[config.mk]
export PLATFORM = sky130hd
export DESIGN_NAME = lsu_req_queue_flat
export DESIGN_NICKNAME = d
export VERILOG_FILES = /design/src/verilog/lsu_pkg.sv /design/src/verilog/lsu_op_if.sv /design/src/verilog/lsu_req_queue.sv /design/src/flat_wrapper.sv
export VERILOG_INCLUDE_DIRS = /design/src /design/src/verilog
export SDC_FILE = /design/constraint.sdc
export NUM_CORES = 1
export LEC_CHECK = 0
export BUFFER_PORTS_ARGS = -buffer_cell sky130_fd_sc_hd__clkbuf_2
export CAP_MARGIN = 5
export CORE_UTILIZATION = 61
export CTS_BUF_LIST = sky130_fd_sc_hd__clkbuf_4
export DETAILED_ROUTE_END_ITERATION = 10
export GPL_TIMING_DRIVEN = 0
export MAX_ROUTING_LAYER = met4
export PLACE_DENSITY_LB_ADDON = 0.3
export SLEW_MARGIN = 20
export SYNTH_ARGS = -nofsm -noshare
export SYNTH_HDL_FRONTEND = slang
export SYNTH_SLANG_ARGS = --single-unit
[constraint.sdc]
create_clock -name clk -period 10.6 [get_ports clk]
set_clock_uncertainty 0.2 [all_clocks]
set_input_delay 0.53 -clock clk [delete_from_list [all_inputs] [get_ports clk]]
set_output_delay 0.53 -clock clk [all_outputs]
set_load 0.05 [all_outputs]
[src/verilog/lsu_macros.svh]
// ----------------------------
// lsu sizing macros
// ----------------------------
`ifndef LSU_MACROS_SVH
`define LSU_MACROS_SVH

`default_nettype none

// data and address width
`define LSU_XLEN 64
// register file index width
`define LSU_REG_IDX_W 5
// request queue entries, also initial request credits
`define LSU_REQ_DEPTH 4
// initial writeback credits
`define LSU_WB_CREDITS 2
// doublewords in data memory
`define LSU_MEM_WORDS 256

`default_nettype wire

`endif

[src/verilog/lsu_pkg.sv]
// ----------------------------
// lsu shared types
// ----------------------------
`include "lsu_macros.svh"

`default_nettype none

package lsu_pkg;

  // doubleword index width into data memory
  localparam int LSU_MEM_IDX_W = $clog2(`LSU_MEM_WORDS);

  // access size
  typedef enum logic [1:0] {
    LS_BYTE   = 2'd0,
    LS_HALF   = 2'd1,
    LS_WORD   = 2'd2,
    LS_DOUBLE = 2'd3
  } ls_size_e;

  // load/store control, 5 bits
  typedef struct packed {
    logic     load;
    logic     store;
    logic     usign;
    ls_size_e size;
  } ls_op_t;

  // one operation from execute
  typedef struct packed {
    ls_op_t                    op;
    logic                      rd_wr_en;
    logic [`LSU_REG_IDX_W-1:0] rd_idx;
    // effective address for loads and stores
    logic [`LSU_XLEN-1:0]      alu_res;
    logic [`LSU_XLEN-1:0]      wdata;
  } lsu_req_t;

endpackage

`default_nettype wire

[src/verilog/lsu_op_if.sv]
// ----------------------------
// issued operation bus
// ----------------------------
`include "lsu_macros.svh"

`timescale 1ns/1ps
`default_nettype none

interface lsu_op_if import lsu_pkg::*; ();

  // high for exactly the issue cycle
  logic                      valid;
  ls_op_t                    op;
  logic                      rd_wr_en;
  logic [`LSU_REG_IDX_W-1:0] rd_idx;
  logic [`LSU_XLEN-1:0]      alu_res;
  logic [`LSU_XLEN-1:0]      wdata;

  // no stall, the queue only issues with capacity downstream
  modport issue (
    output valid, op, rd_wr_en, rd_idx, alu_res, wdata
  );

  modport sink (
    input valid, op, rd_wr_en, rd_idx, alu_res, wdata
  );

endinterface

`default_nettype wire

[src/verilog/lsu_req_queue.sv]
// ----------------------------
// request queue
// ----------------------------
`include "lsu_macros.svh"

`timescale 1ns/1ps
`default_nettype none

module lsu_req_queue import lsu_pkg::*; (
  input  wire      clk,
  input  wire      reset_i,
  input  wire      req_valid_i,
  input  lsu_req_t req_i,
  output logic     req_credit_o,
  input  wire      wb_credit_i,
  lsu_op_if.issue  issue
);

  localparam int PTR_W    = (`LSU_REQ_DEPTH > 1) ? $clog2(`LSU_REQ_DEPTH) : 1;
  localparam int CNT_W    = $clog2(`LSU_REQ_DEPTH + 1);
  localparam int WB_CNT_W = $clog2(`LSU_WB_CREDITS + 1);

  lsu_req_t             entries_q [`LSU_REQ_DEPTH];
  logic [PTR_W-1:0]     wr_ptr_q;
  logic [PTR_W-1:0]     rd_ptr_q;
  logic [CNT_W-1:0]     count_q;
  logic [WB_CNT_W-1:0]  wb_cnt_q;
  logic                 do_issue;
  lsu_req_t             head;

  // pop only with a head entry and a writeback slot reserved
  assign do_issue     = (count_q != '0) && (wb_cnt_q != '0);
  assign req_credit_o = do_issue;
  assign head         = entries_q[rd_ptr_q];

  assign issue.valid    = do_issue;
  assign issue.op       = head.op;
  assign issue.rd_wr_en = head.rd_wr_en;
  assign issue.rd_idx   = head.rd_idx;
  assign issue.alu_res  = head.alu_res;
  assign issue.wdata    = head.wdata;

  // entry storage
  always_ff @(posedge clk) begin
    if (req_valid_i) begin
      entries_q[wr_ptr_q] <= req_i;
    end
  end

  always_ff @(posedge clk) begin
    if (reset_i) begin
      wr_ptr_q <= '0;
      rd_ptr_q <= '0;
      count_q  <= '0;
    end else begin
      if (req_valid_i) begin
        wr_ptr_q <= (wr_ptr_q == PTR_W'(`LSU_REQ_DEPTH - 1)) ? '0 : wr_ptr_q + 1'b1;
      end
      if (do_issue) begin
        rd_ptr_q <= (rd_ptr_q == PTR_W'(`LSU_REQ_DEPTH - 1)) ? '0 : rd_ptr_q + 1'b1;
      end
      case ({req_valid_i, do_issue})
        2'b10:   count_q <= count_q + CNT_W'(1);
        2'b01:   count_q <= count_q - CNT_W'(1);
        default: count_q <= count_q;
      endcase
    end
  end

  // writeback credits, spent at issue and returned by writeback
  always_ff @(posedge clk) begin
    if (reset_i) begin
      wb_cnt_q <= WB_CNT_W'(`LSU_WB_CREDITS);
    end else begin
      case ({do_issue, wb_credit_i})
        2'b10:   wb_cnt_q <= wb_cnt_q - WB_CNT_W'(1);
        2'b01:   wb_cnt_q <= wb_cnt_q + WB_CNT_W'(1);
        default: wb_cnt_q <= wb_cnt_q;
      endcase
    end
  end

endmodule

`default_nettype wire

[src/flat_wrapper.sv]
// flat-port wrapper written by rule: the top's interface ports become plain ports
module lsu_req_queue_flat import lsu_pkg::*;
  (clk, reset_i, req_valid_i, req_i, req_credit_o, wb_credit_i, issue_valid, issue_op, issue_rd_wr_en, issue_rd_idx, issue_alu_res, issue_wdata);
  lsu_op_if issue_i ();
  input  wire clk;
  input  wire reset_i;
  input  wire req_valid_i;
  input  lsu_req_t req_i;
  output logic req_credit_o;
  input  wire wb_credit_i;
  output wire logic [$bits(issue_i.valid)-1:0] issue_valid;
  output wire logic [$bits(issue_i.op)-1:0] issue_op;
  output wire logic [$bits(issue_i.rd_wr_en)-1:0] issue_rd_wr_en;
  output wire logic [$bits(issue_i.rd_idx)-1:0] issue_rd_idx;
  output wire logic [$bits(issue_i.alu_res)-1:0] issue_alu_res;
  output wire logic [$bits(issue_i.wdata)-1:0] issue_wdata;
  assign issue_valid = issue_i.valid;
  assign issue_op = issue_i.op;
  assign issue_rd_wr_en = issue_i.rd_wr_en;
  assign issue_rd_idx = issue_i.rd_idx;
  assign issue_alu_res = issue_i.alu_res;
  assign issue_wdata = issue_i.wdata;
  lsu_req_queue u_core (.clk(clk), .reset_i(reset_i), .req_valid_i(req_valid_i), .req_i(req_i), .req_credit_o(req_credit_o), .wb_credit_i(wb_credit_i), .issue(issue_i));
endmodule
==> flow_summary_export.csv, run 1 <==
group,metric,value,unit
run_status,status,"completed",
logic_synthesis,synth_top_family_by_area,"multiplexers",
logic_synthesis,ys_seq_area_share,81.6,%
logic_synthesis,synth_top_area_share,80.6,%
pwr,seq_power_share,40.8,%
logic_synthesis,synth_most_common_cell,"edfxtp_1",
grt,grt_usage,26.7,%
layout,layout-drive-gt1-share,46.4,%
logic_synthesis,synthesis.nets,945,
pwr,ir_drop,0.200,mV
logic_synthesis,ys_ff_latch,567,
sta,fmax,0.266,GHz
setup_path,cp.buffers_inverters,3,
pwr,powerDensity,245,nW/um^2
pwr,switching_share,35.1,%
grt,grt_pass1_wl,66300,um
logic_synthesis,syn_inst,795,
layout,fillCellCount,1688,
clock_tree,cts_hold_buf,141,
layout,final_cells,1925,
clock_tree,cts_buffer_depth,3,
routing,via_count,10700,
setup_path,slowest_delay,0.75,ns
routing,ant_nets,0,
logic_synthesis,synth-xor-area-share,0.169,%
routing,drtIter0Drc,778,
setup_path,endpoint_kind,"primary output",
grt,grt_overflow,0,
grt,grt_pass1_vias,11600,
logic_synthesis,synth-compound-area-share,0.543,%
setup_path,crit_fanout,10,
grt,antenna_found_initial,3,
layout,seqCellArea,16900,um^2
logic_synthesis,synth_top_cells_by_area,"edfxtp_1 (81%), mux4_2 (15%), dfxtp_1 (1.1%)",
setup_path,arrival,3.03,ns
layout,area_growth,26.3,%
placed_design,pre_cts_slack,7.64,ns
clock_tree,cts_tree,"built",
clock_tree,clkLatencyLatePin,0.80,ns
floorplanning,initial_core_util,62.0,%
sta,min_period,3.76,ns
placed_design,gp_congestion,0.723,
sta,maxSlewHeadroom,35.4,%
sta,fin_crit_sh,35.5,%
logic_synthesis,synth_top_cell_by_area,"edfxtp_1",
placed_design,io_buffers,282,
placed_design,dpl-instance-area,23000,um^2
run,maxCapViolCount,0,
clock_tree,numClockSinks,567,
logic_synthesis,yosysUniqueCellTypes,33,
placed_design,dp.cells,1539,
pwr,clockPowerShare,27.7,%
logic_synthesis,async_flop_share,0,%
clock_tree,cts_buffers,140,
floorplanning,core,33400,um^2
pwr,p_int,4.16,mW
setup_path,worst_setup_path_start_kind,"register",
pwr,comb_power_share,31.5,%
logic_synthesis,synth_common_cells,"edfxtp_1 (556), mux4_2 (139), buf_6 (14), buf_2 (13), dfxtp_1 (11)",
layout,multi_input_area,3520,um^2
sta,layout_setup_ws,6.84,ns
clock_tree,cts_resized,0,
logic_synthesis,synthAdderAreaFrac,0.459,%
floorplanning,ios,284,
clock_tree,clk_pin_slew,0.07,ns
setup_path,path_cells,"clkbuf_1 -> buf_2 -> mux4_2 -> clkbuf_2",
setup_path,required,9.87,ns
grt,grt_max_degree,48,
setup_path,slowest_stage,"clkbuf_1",
clock_tree,cts_max_level,4,
pwr,netSwitchingPower,2.25,mW
routing,drc,0,
logic_synthesis,syn_area,20700,um^2
sta,setup_violations,0,
routing,first_pass_iters,5,
logic_synthesis,synth_edf_count,556,
min_path,hold_class,"input port to register",
routing,wire_per_inst,22.4,um
setup_path,crit_family,"buffers and inverters",
layout,fin_nets,1524,
clock_tree,cts_root_buffer,"clkbuf_4",
logic_synthesis,muxShareOfSynthArea,15.3,%
floorplanning,die_width,186,um
floorplanning,rows,67,
floorplanning,die_area,34700,um^2
layout,postLayoutCellArea,26200,um^2
clock_tree,postCtsSetupBuffers,0,
routing,vias_per_cell,5.55,
pwr,leakagePower,9.23,nW
sta,final-hold-violation-count,0,
sta,finalSetupTns,0,ns
logic_synthesis,ys.flop_type,"edfxtp_1",
routing,wirelength,43100,um
setup_path,path_class,"register to primary output",
sta,maxSlewViolCount,0,
logic_synthesis,synthSimpleGateAreaFrac,0.531,%
floorplanning,chipHeight,186,um
placed_design,dp_hpwl,24700,um
sta,tightest_slew,0.970,ns
sta,rsz0062_at_grt,"false",
logic_synthesis,synth_warnings,0,
logic_synthesis,synth_area_per_cell,26.1,um^2
-- cell families after synthesis --
| group | after synthesis |
|---|---|
| compound gates | 13 |
| xor+xnor | 4 |
| fa+ha+maj | 7 |
| buf+inv | 41 |
| flops | 567 |
| mux | 142 |
| simple gates | 21 |
-- cell usage in the layout, fill, tap and decap left out, drive strengths merged, types with 3 or more instances in the layout --
cell type / Yosys / routed
and2: 4 / 4
clkinv: 0 / 32
diode: 0 / 4
inv: 4 / 12
edfxtp: 556 / 556
clkbuf: 3 / 480
ha: 6 / 6
dfxtp: 11 / 11
nor2: 8 / 8
buf: 34 / 48
bufinv: 0 / 4
dlygate4sd3: 0 / 141
mux2i: 3 / 3
mux4: 139 / 139
-- final cells by class --
| class | count | share of cell area [%] |
|---|---|---|
| Clock inverter | 46 | 1.09 |
| Clock buffer | 195 | 5.59 |
| Buffer | 37 | 1.07 |
| Tap cell | 448 | 2.14 |
| Timing Repair Buffer | 437 | 11.9 |
| Antenna cell | 4 | 0.0382 |
| Inverter | 4 | 0.0574 |
| Multi-Input combinational cell | 187 | 13.5 |
| Sequential cell | 567 | 64.6 |
-- state kept, by name (all words and copies together), names as in the netlist, named ones only --
| name | cells |
|---|---|
| u_core.count_q | 3 |
| u_core.rd_ptr_q | 2 |
| u_core.wb_cnt_q | 2 |
| u_core.wr_ptr_q | 2 |
| u_core.entries_q | 556 |
-- routing by layer --
layer	track usage (%)	wire length, um	vias up
met5	-	0	-
met4	8.77	843	0
met3	7.65	3320	60
met2	43.7	22700	461
met1	32.2	16200	5449
li1	-	-	4716
-- worst paths after layout --
kind / start / end / slack [ns] / depth (start not counted)
worst min register to register: u_core.rd_ptr_q[0] / u_core.rd_ptr_q[0] / 0.31 / 2
worst max register to register: u_core.count_q[0] / u_core.count_q[1] / 8.18 / 5
worst max-delay path: register / issue_wdata[36] / 6.84 / 4
worst min-delay path: req_valid_i / u_core.count_q[0] / 0.10 / 4
-- tightest hold or removal path, delay by kind of cell --
kind,cells,cell delay (ns)
buffers and inverters,1,0.16
XOR/XNOR,2,0.31
AND/OR/NAND/NOR,1,0.03
-- stage by stage --
step / total power [mW] / hold slack [ns] / util [%]
after detailed placement: 4.64 / 0.295 / 68.8
after global routing: 6.66 / 0.0525 / 78.2
after floorplan: 4.19 / 0.271 / -
after global placement: 4.62 / 0.291 / 67.9
after CTS: 6.44 / 0.0220 / 78.2
final: 6.41 / 0.104 / 78.2
-- power groups by stage --
stage / Sequential [mW] / Clock (mW) / Combinational, mW
after global routing: 2.62 / 1.94 / 2.11
after floorplan: 2.66 / 0 / 1.53
after CTS: 2.61 / 1.80 / 2.03
final: 2.61 / 1.77 / 2.02
after global placement: 2.68 / 0 / 1.94
after detailed placement: 2.66 / 0 / 1.98
Power figures use the tool's default switching activity.
==> inputs of run 2 (changes only) <==
--- a/config.mk
+++ b/config.mk
@@ -8,7 +8,7 @@
 export LEC_CHECK = 0
 export BUFFER_PORTS_ARGS = -buffer_cell sky130_fd_sc_hd__clkbuf_2
 export CAP_MARGIN = 5
-export CORE_UTILIZATION = 61
+export CORE_UTILIZATION = 54
 export CTS_BUF_LIST = sky130_fd_sc_hd__clkbuf_4
 export DETAILED_ROUTE_END_ITERATION = 10
 export GPL_TIMING_DRIVEN = 0
==> constraint.sdc (replaced) <==
create_clock -name clk -period 3.2 [get_ports clk]
set_clock_uncertainty 0.2 [all_clocks]
set_input_delay 0.16 -clock clk [delete_from_list [all_inputs] [get_ports clk]]
set_output_delay 0.16 -clock clk [all_outputs]
set_load 0.05 [all_outputs]
==> flow_summary_export.csv, run 2 (same netlist as run 1, synthesis figures left out) <==
group,metric,value,unit
sta,min_period,2.93,ns
clock_tree,cts_tree,"built",
layout,postLayoutCellArea,27700,um^2
run_status,status,"completed",
placed_design,gp_congestion,0.707,
layout,layout-drive-gt1-share,43.1,%
sta,fmax,0.341,GHz
min_path,min_from,"wb_credit_i",
floorplanning,ios,284,
sta,layout_setup_ws,0.270,ns
layout,layout_common_cells,"edfxtp_1 (556), clkbuf_2 (283), dlygate4sd3_1 (283)",
clock_tree,cts_buffers,144,
setup_path,crit_path_end,"issue_wdata[58]",
setup_path,r2r_slack,0.50,ns
layout,reg.largest.list,"u_core.entries_q x556, u_core.count_q x3",
grt,antenna_found_initial,4,
setup_path,path_cells,"clkbuf_2 -> buf_2 -> mux4_2 -> clkbuf_2",
floorplanning,die_area,39200,um^2
min_path,hold_class,"input port to register",
pwr,powerDensity,776,nW/um^2
layout,fin_nets,1668,
sta,setup_violations,0,
layout,final_common_cell,"edfxtp_1",
clock_tree,postCtsSetupBuffers,0,
routing,wirelength,44500,um
floorplanning,initial_core_util,54.9,%
sta,maxSlewHeadroom,51.4,%
sta,final-hold-violation-count,0,
floorplanning,core,37800,um^2
routing,wire_per_inst,20.9,um
routing,via_count,11100,
setup_path,endpoint_kind,"primary output",
placed_design,dpl-instance-area,23100,um^2
layout,largest_register_ffs,556,
grt,grt_pass1_vias,12300,
sta,finalSetupTns,0,ns
clock_tree,clk_pin_slew,0.06,ns
setup_path,reg2regPathDepth,5,
floorplanning,die_width,198,um
grt,grt_pass1_wl,67200,um
sta,hold_ws,0.171,ns
setup_path,path_class,"register to primary output",
sta,maxSlewViolCount,0,
setup_path,slowest_delay,0.39,ns
grt,grt_max_degree,48,
routing,first_pass_iters,5,
floorplanning,rows,71,
clock_tree,cts_max_level,4,
clock_tree,clkLatencyLatePin,0.78,ns
placed_design,dp_hpwl,24200,um
setup_path,worst_setup_path_start_kind,"register",
floorplanning,chipHeight,198,um
setup_path,crit_top_cell,"clkbuf_2",
clock_tree,numClockSinks,567,
layout,fillCellCount,2133,
setup_path,arrival,2.57,ns
sta,tightest_slew,0.730,ns
setup_path,r2r-start,"u_core.count_q[0]",
setup_path,rr_endpoint,"u_core.wb_cnt_q[1]",
routing,ant_nets,0,
grt,grt_usage,24.2,%
sta,rsz0062_at_grt,"false",
setup_path,crit_fanout,10,
placed_design,io_buffers,282,
setup_path,required,2.84,ns
sta,fin_crit_sh,91.6,%
layout,area_growth,33.7,%
layout,largest-register,"u_core.entries_q",
pwr,leakagePower,9.85,nW
run,maxCapViolCount,0,
routing,drc,0,
clock_tree,cts_root_buffer,"clkbuf_4",
placed_design,pre_cts_slack,0.648,ns
routing,vias_per_cell,5.21,
clock_tree,cts_buffer_depth,3,
pwr,ir_drop,0.618,mV
grt,grt_overflow,0,
routing,drtIter0Drc,564,
setup_path,slowest_stage,"buf_2",
run 2: critical path: cells and delay by family, from the launching register on:
family,cells,cell delay [ns]
buf+inv,3,1.03
flops,1,0.38
mux,1,0.37
run 2: stage by stage:
| stage | instances | power (mW) | utilization, % |
|---|---|---|---|
| 2_1_floorplan | 795 | 13.8 | - |
| 3_3_place_gp | 1588 | 15.3 | 60.3 |
| 3_5_place_dp | 1600 | 15.4 | 61.1 |
| 4_1_cts | 2122 | 21.6 | 73.4 |
| 5_1_grt | 2126 | 22.4 | 73.4 |
| 6_report | 2126 | 21.5 | 73.4 |
run 2: worst min-delay path by stage:
stage | endpoint | slack (ns) | cells after the start
4_1_cts | u_core.wb_cnt_q[0] | 0.07 | 5
2_1_floorplan | u_core.entries_q[0][0] | 0.06 | 0
3_5_place_dp | u_core.wb_cnt_q[1] | 0.17 | 2
3_3_place_gp | u_core.wb_cnt_q[1] | 0.17 | 2
6_report | u_core.wb_cnt_q[0] | 0.17 | 5
5_1_grt | u_core.wb_cnt_q[0] | 0.11 | 5
run 2: repair_timing:
| item | CTS | global route |
|---|---|---|
| hold buffers | 283 | 0 |
| setup endpoints to repair | 100 | 0 |
| hold endpoints to repair | 576 | 0 |
| resized for setup | 1 | 0 |
run 2: report_power, final:
part | switching [mW] | internal, mW | total (mW)
Clock | 2.71 | 3.28 | 5.99
Combinational | 4.62 | 2.23 | 6.85
Sequential | 0.116 | 8.54 | 8.65
run 2: cell type report:
class	count	area, um^2	share of cell area (%)
Antenna cell	4	10.0	0.0361
Clock inverter	31	231	0.835
Buffer	37	280	1.01
Timing Repair Buffer	577	4530	16.3
Multi-Input combinational cell	187	3520	12.7
Tap cell	511	639	2.31
Inverter	4	15.0	0.0542
Sequential cell	567	16900	61.1
Clock buffer	208	1560	5.64
run 2: layer usage:
metal / GRT usage [%] / vias up / routed length [um]
met3: 6.98 / 77 / 3030
met1: 27.5 / 5620 / 17000
li1: - / 4984 / -
met2: 40.5 / 392 / 23600
met5: - / - / 0
met4: 9.39 / 0 / 928
==> inputs of run 3 (changes only) <==
--- a/config.mk
+++ b/config.mk
@@ -8,7 +8,7 @@
 export LEC_CHECK = 0
 export BUFFER_PORTS_ARGS = -buffer_cell sky130_fd_sc_hd__clkbuf_2
 export CAP_MARGIN = 5
-export CORE_UTILIZATION = 54
+export CORE_UTILIZATION = 45
 export CTS_BUF_LIST = sky130_fd_sc_hd__clkbuf_4
 export DETAILED_ROUTE_END_ITERATION = 10
 export GPL_TIMING_DRIVEN = 0
==> flow_summary_export.csv, run 3 (same netlist as run 1, synthesis figures left out) <==
group,metric,value,unit
run_status,status,"completed",
clock_tree,cts_tree,"built",
setup_path,r2r-start,"u_core.count_q[0]",
routing,met2_length,22700,um
layout,layout-drive-gt1-share,43.1,%
layout,postLayoutCellArea,27800,um^2
layout,largest_register_ffs,556,
floorplanning,initial_core_util,45.7,%
setup_path,r2r_slack,0.51,ns
clock_tree,numClockSinks,567,
routing,drtIter0Drc,638,
placed_design,gp_congestion,0.714,
routing,wl_met3,3070,um
layout,largest-register,"u_core.entries_q",
placed_design,dpl-instance-area,23200,um^2
layout,area_growth,34.2,%
pwr,switching_share,34.8,%
grt,antenna_found_initial,5,
grt,grt_pass1_wl,67800,um
layout,layout_common_cells,"edfxtp_1 (556), dlygate4sd3_1 (286), clkbuf_2 (278)",
sta,rsz0062_at_grt,"true",
setup_path,rr_endpoint,"u_core.wb_cnt_q[1]",
sta,maxSlewHeadroom,55.5,%
pwr,powerDensity,767,nW/um^2
clock_tree,cts_max_level,4,
clock_tree,postCtsSetupBuffers,0,
placed_design,io_buffers,282,
setup_path,reg2regPathDepth,5,
placed_design,pre_cts_slack,0.497,ns
min_path,hold_class,"register to register",
pwr,leakagePower,9.83,nW
setup_path,crit_fanout,10,
pwr,design_power_total,21.3,mW
setup_path,endpoint_kind,"primary output",
pwr,netSwitchingPower,7.43,mW
routing,wirelength,44400,um
floorplanning,die_area,46900,um^2
pwr,clockPowerShare,27.2,%
routing,drc,0,
sta,tightest_slew,0.667,ns
layout,fin_nets,1671,
pwr,seq_power_share,40.6,%
layout,reg.largest.list,"u_core.entries_q x556, u_core.count_q x3",
sta,maxSlewViolCount,0,
floorplanning,die_width,217,um
sta,fmax,0.335,GHz
floorplanning,rows,78,
floorplanning,core,45400,um^2
pwr,ir_drop,0.665,mV
grt,grt_max_degree,46,
clock_tree,clkLatencyLatePin,0.91,ns
setup_path,path_class,"register to primary output",
routing,first_pass_iters,4,
setup_path,arrival,2.62,ns
sta,hold_ws,0.307,ns
grt,grt_pass1_vias,12300,
routing,via_count,11100,
pwr,comb_power_share,32.3,%
sta,finalSetupTns,0,ns
setup_path,worst_setup_path_start_kind,"register",
setup_path,required,2.84,ns
sta,fin_crit_sh,93.2,%
clock_tree,cts_root_buffer,"clkbuf_4",
routing,met1_length,17700,um
clock_tree,cts_buffer_depth,3,
routing,top_layer,"met4",
placed_design,dp_hpwl,24400,um
floorplanning,ios,284,
run,maxCapViolCount,0,
layout,final_common_cell,"edfxtp_1",
sta,final-hold-violation-count,0,
floorplanning,chipHeight,217,um
grt,grt_usage,20.2,%
pwr,p_int,13.9,mW
sta,setup_violations,0,
clock_tree,clk_pin_slew,0.06,ns
sta,layout_setup_ws,0.219,ns
routing,vias_per_cell,5.03,
routing,wire_per_inst,20.1,um
routing,ant_nets,0,
sta,min_period,2.98,ns
setup_path,crit_path_end,"issue_wdata[17]",
clock_tree,cts_buffers,144,
grt,grt_overflow,0,
[run 3: layout make-up]
class | count | area [um^2]
Clock inverter | 17 | 120
Inverter | 4 | 15.0
Sequential cell | 567 | 16900
Timing Repair Buffer | 580 | 4590
Fill cell | 3234 | 17600
Tap cell | 600 | 751
Antenna cell | 7 | 17.5
Clock buffer | 208 | 1560
Multi-Input combinational cell | 187 | 3520
Buffer | 37 | 310
[run 3: power by group through the flow]
stage                     registers (mW)  logic (mW)  clock network [mW]
final                               8.65        6.88                5.80
after global routing                8.67        7.19                6.38
after CTS                           8.64        6.92                5.98
after detailed placement            8.80        6.61                   0
after global placement              8.82        6.52                   0
after floorplan                     8.79        5.05                   0
[run 3: timing repair]
item                                    CTS  global route
pin swaps                                 0             0
gates resized for setup                   4            13
endpoints found under the setup margin  105            25
hold buffers                            286             0
hold endpoints to repair                665             0
[run 3: per-stage QoR]
step / utilization (%) / instances
floorplan: - / 795
global placement: 50.4 / 1677
detailed placement: 51.1 / 1689
CTS: 61.2 / 2200
global route: 61.3 / 2206
finish: 61.3 / 2207
[run 3: worst max-delay path, stage by stage, from the launching register on]
cell	delay, ns
dfxtp_1	0.32
buf_6	0.11
buf_6	0.23
buf_6	0.23
mux4_2	0.54
clkbuf_2	0.26
[run 3: worst min-delay path by stage]
stage,cells after the start,end,startpoint,slack [ns]
final,2,u_core.rd_ptr_q[0],u_core.rd_ptr_q[0],0.31
after global routing,3,u_core.entries_q[0][127],req_i[127],0.26
after CTS,3,u_core.entries_q[3][4],req_i[4],0.21
after detailed placement,1,u_core.entries_q[1][18],req_i[18],0.18
after global placement,1,u_core.entries_q[1][127],req_i[127],0.17
after floorplan,0,u_core.entries_q[0][0],req_i[0],0.06
[run 3: layer usage]
metal  vias up  track usage, %
li1       4974               -
met1      5720            23.3
met2       338            32.6
met3        74            6.89
met4         0            8.03
met5         -               -
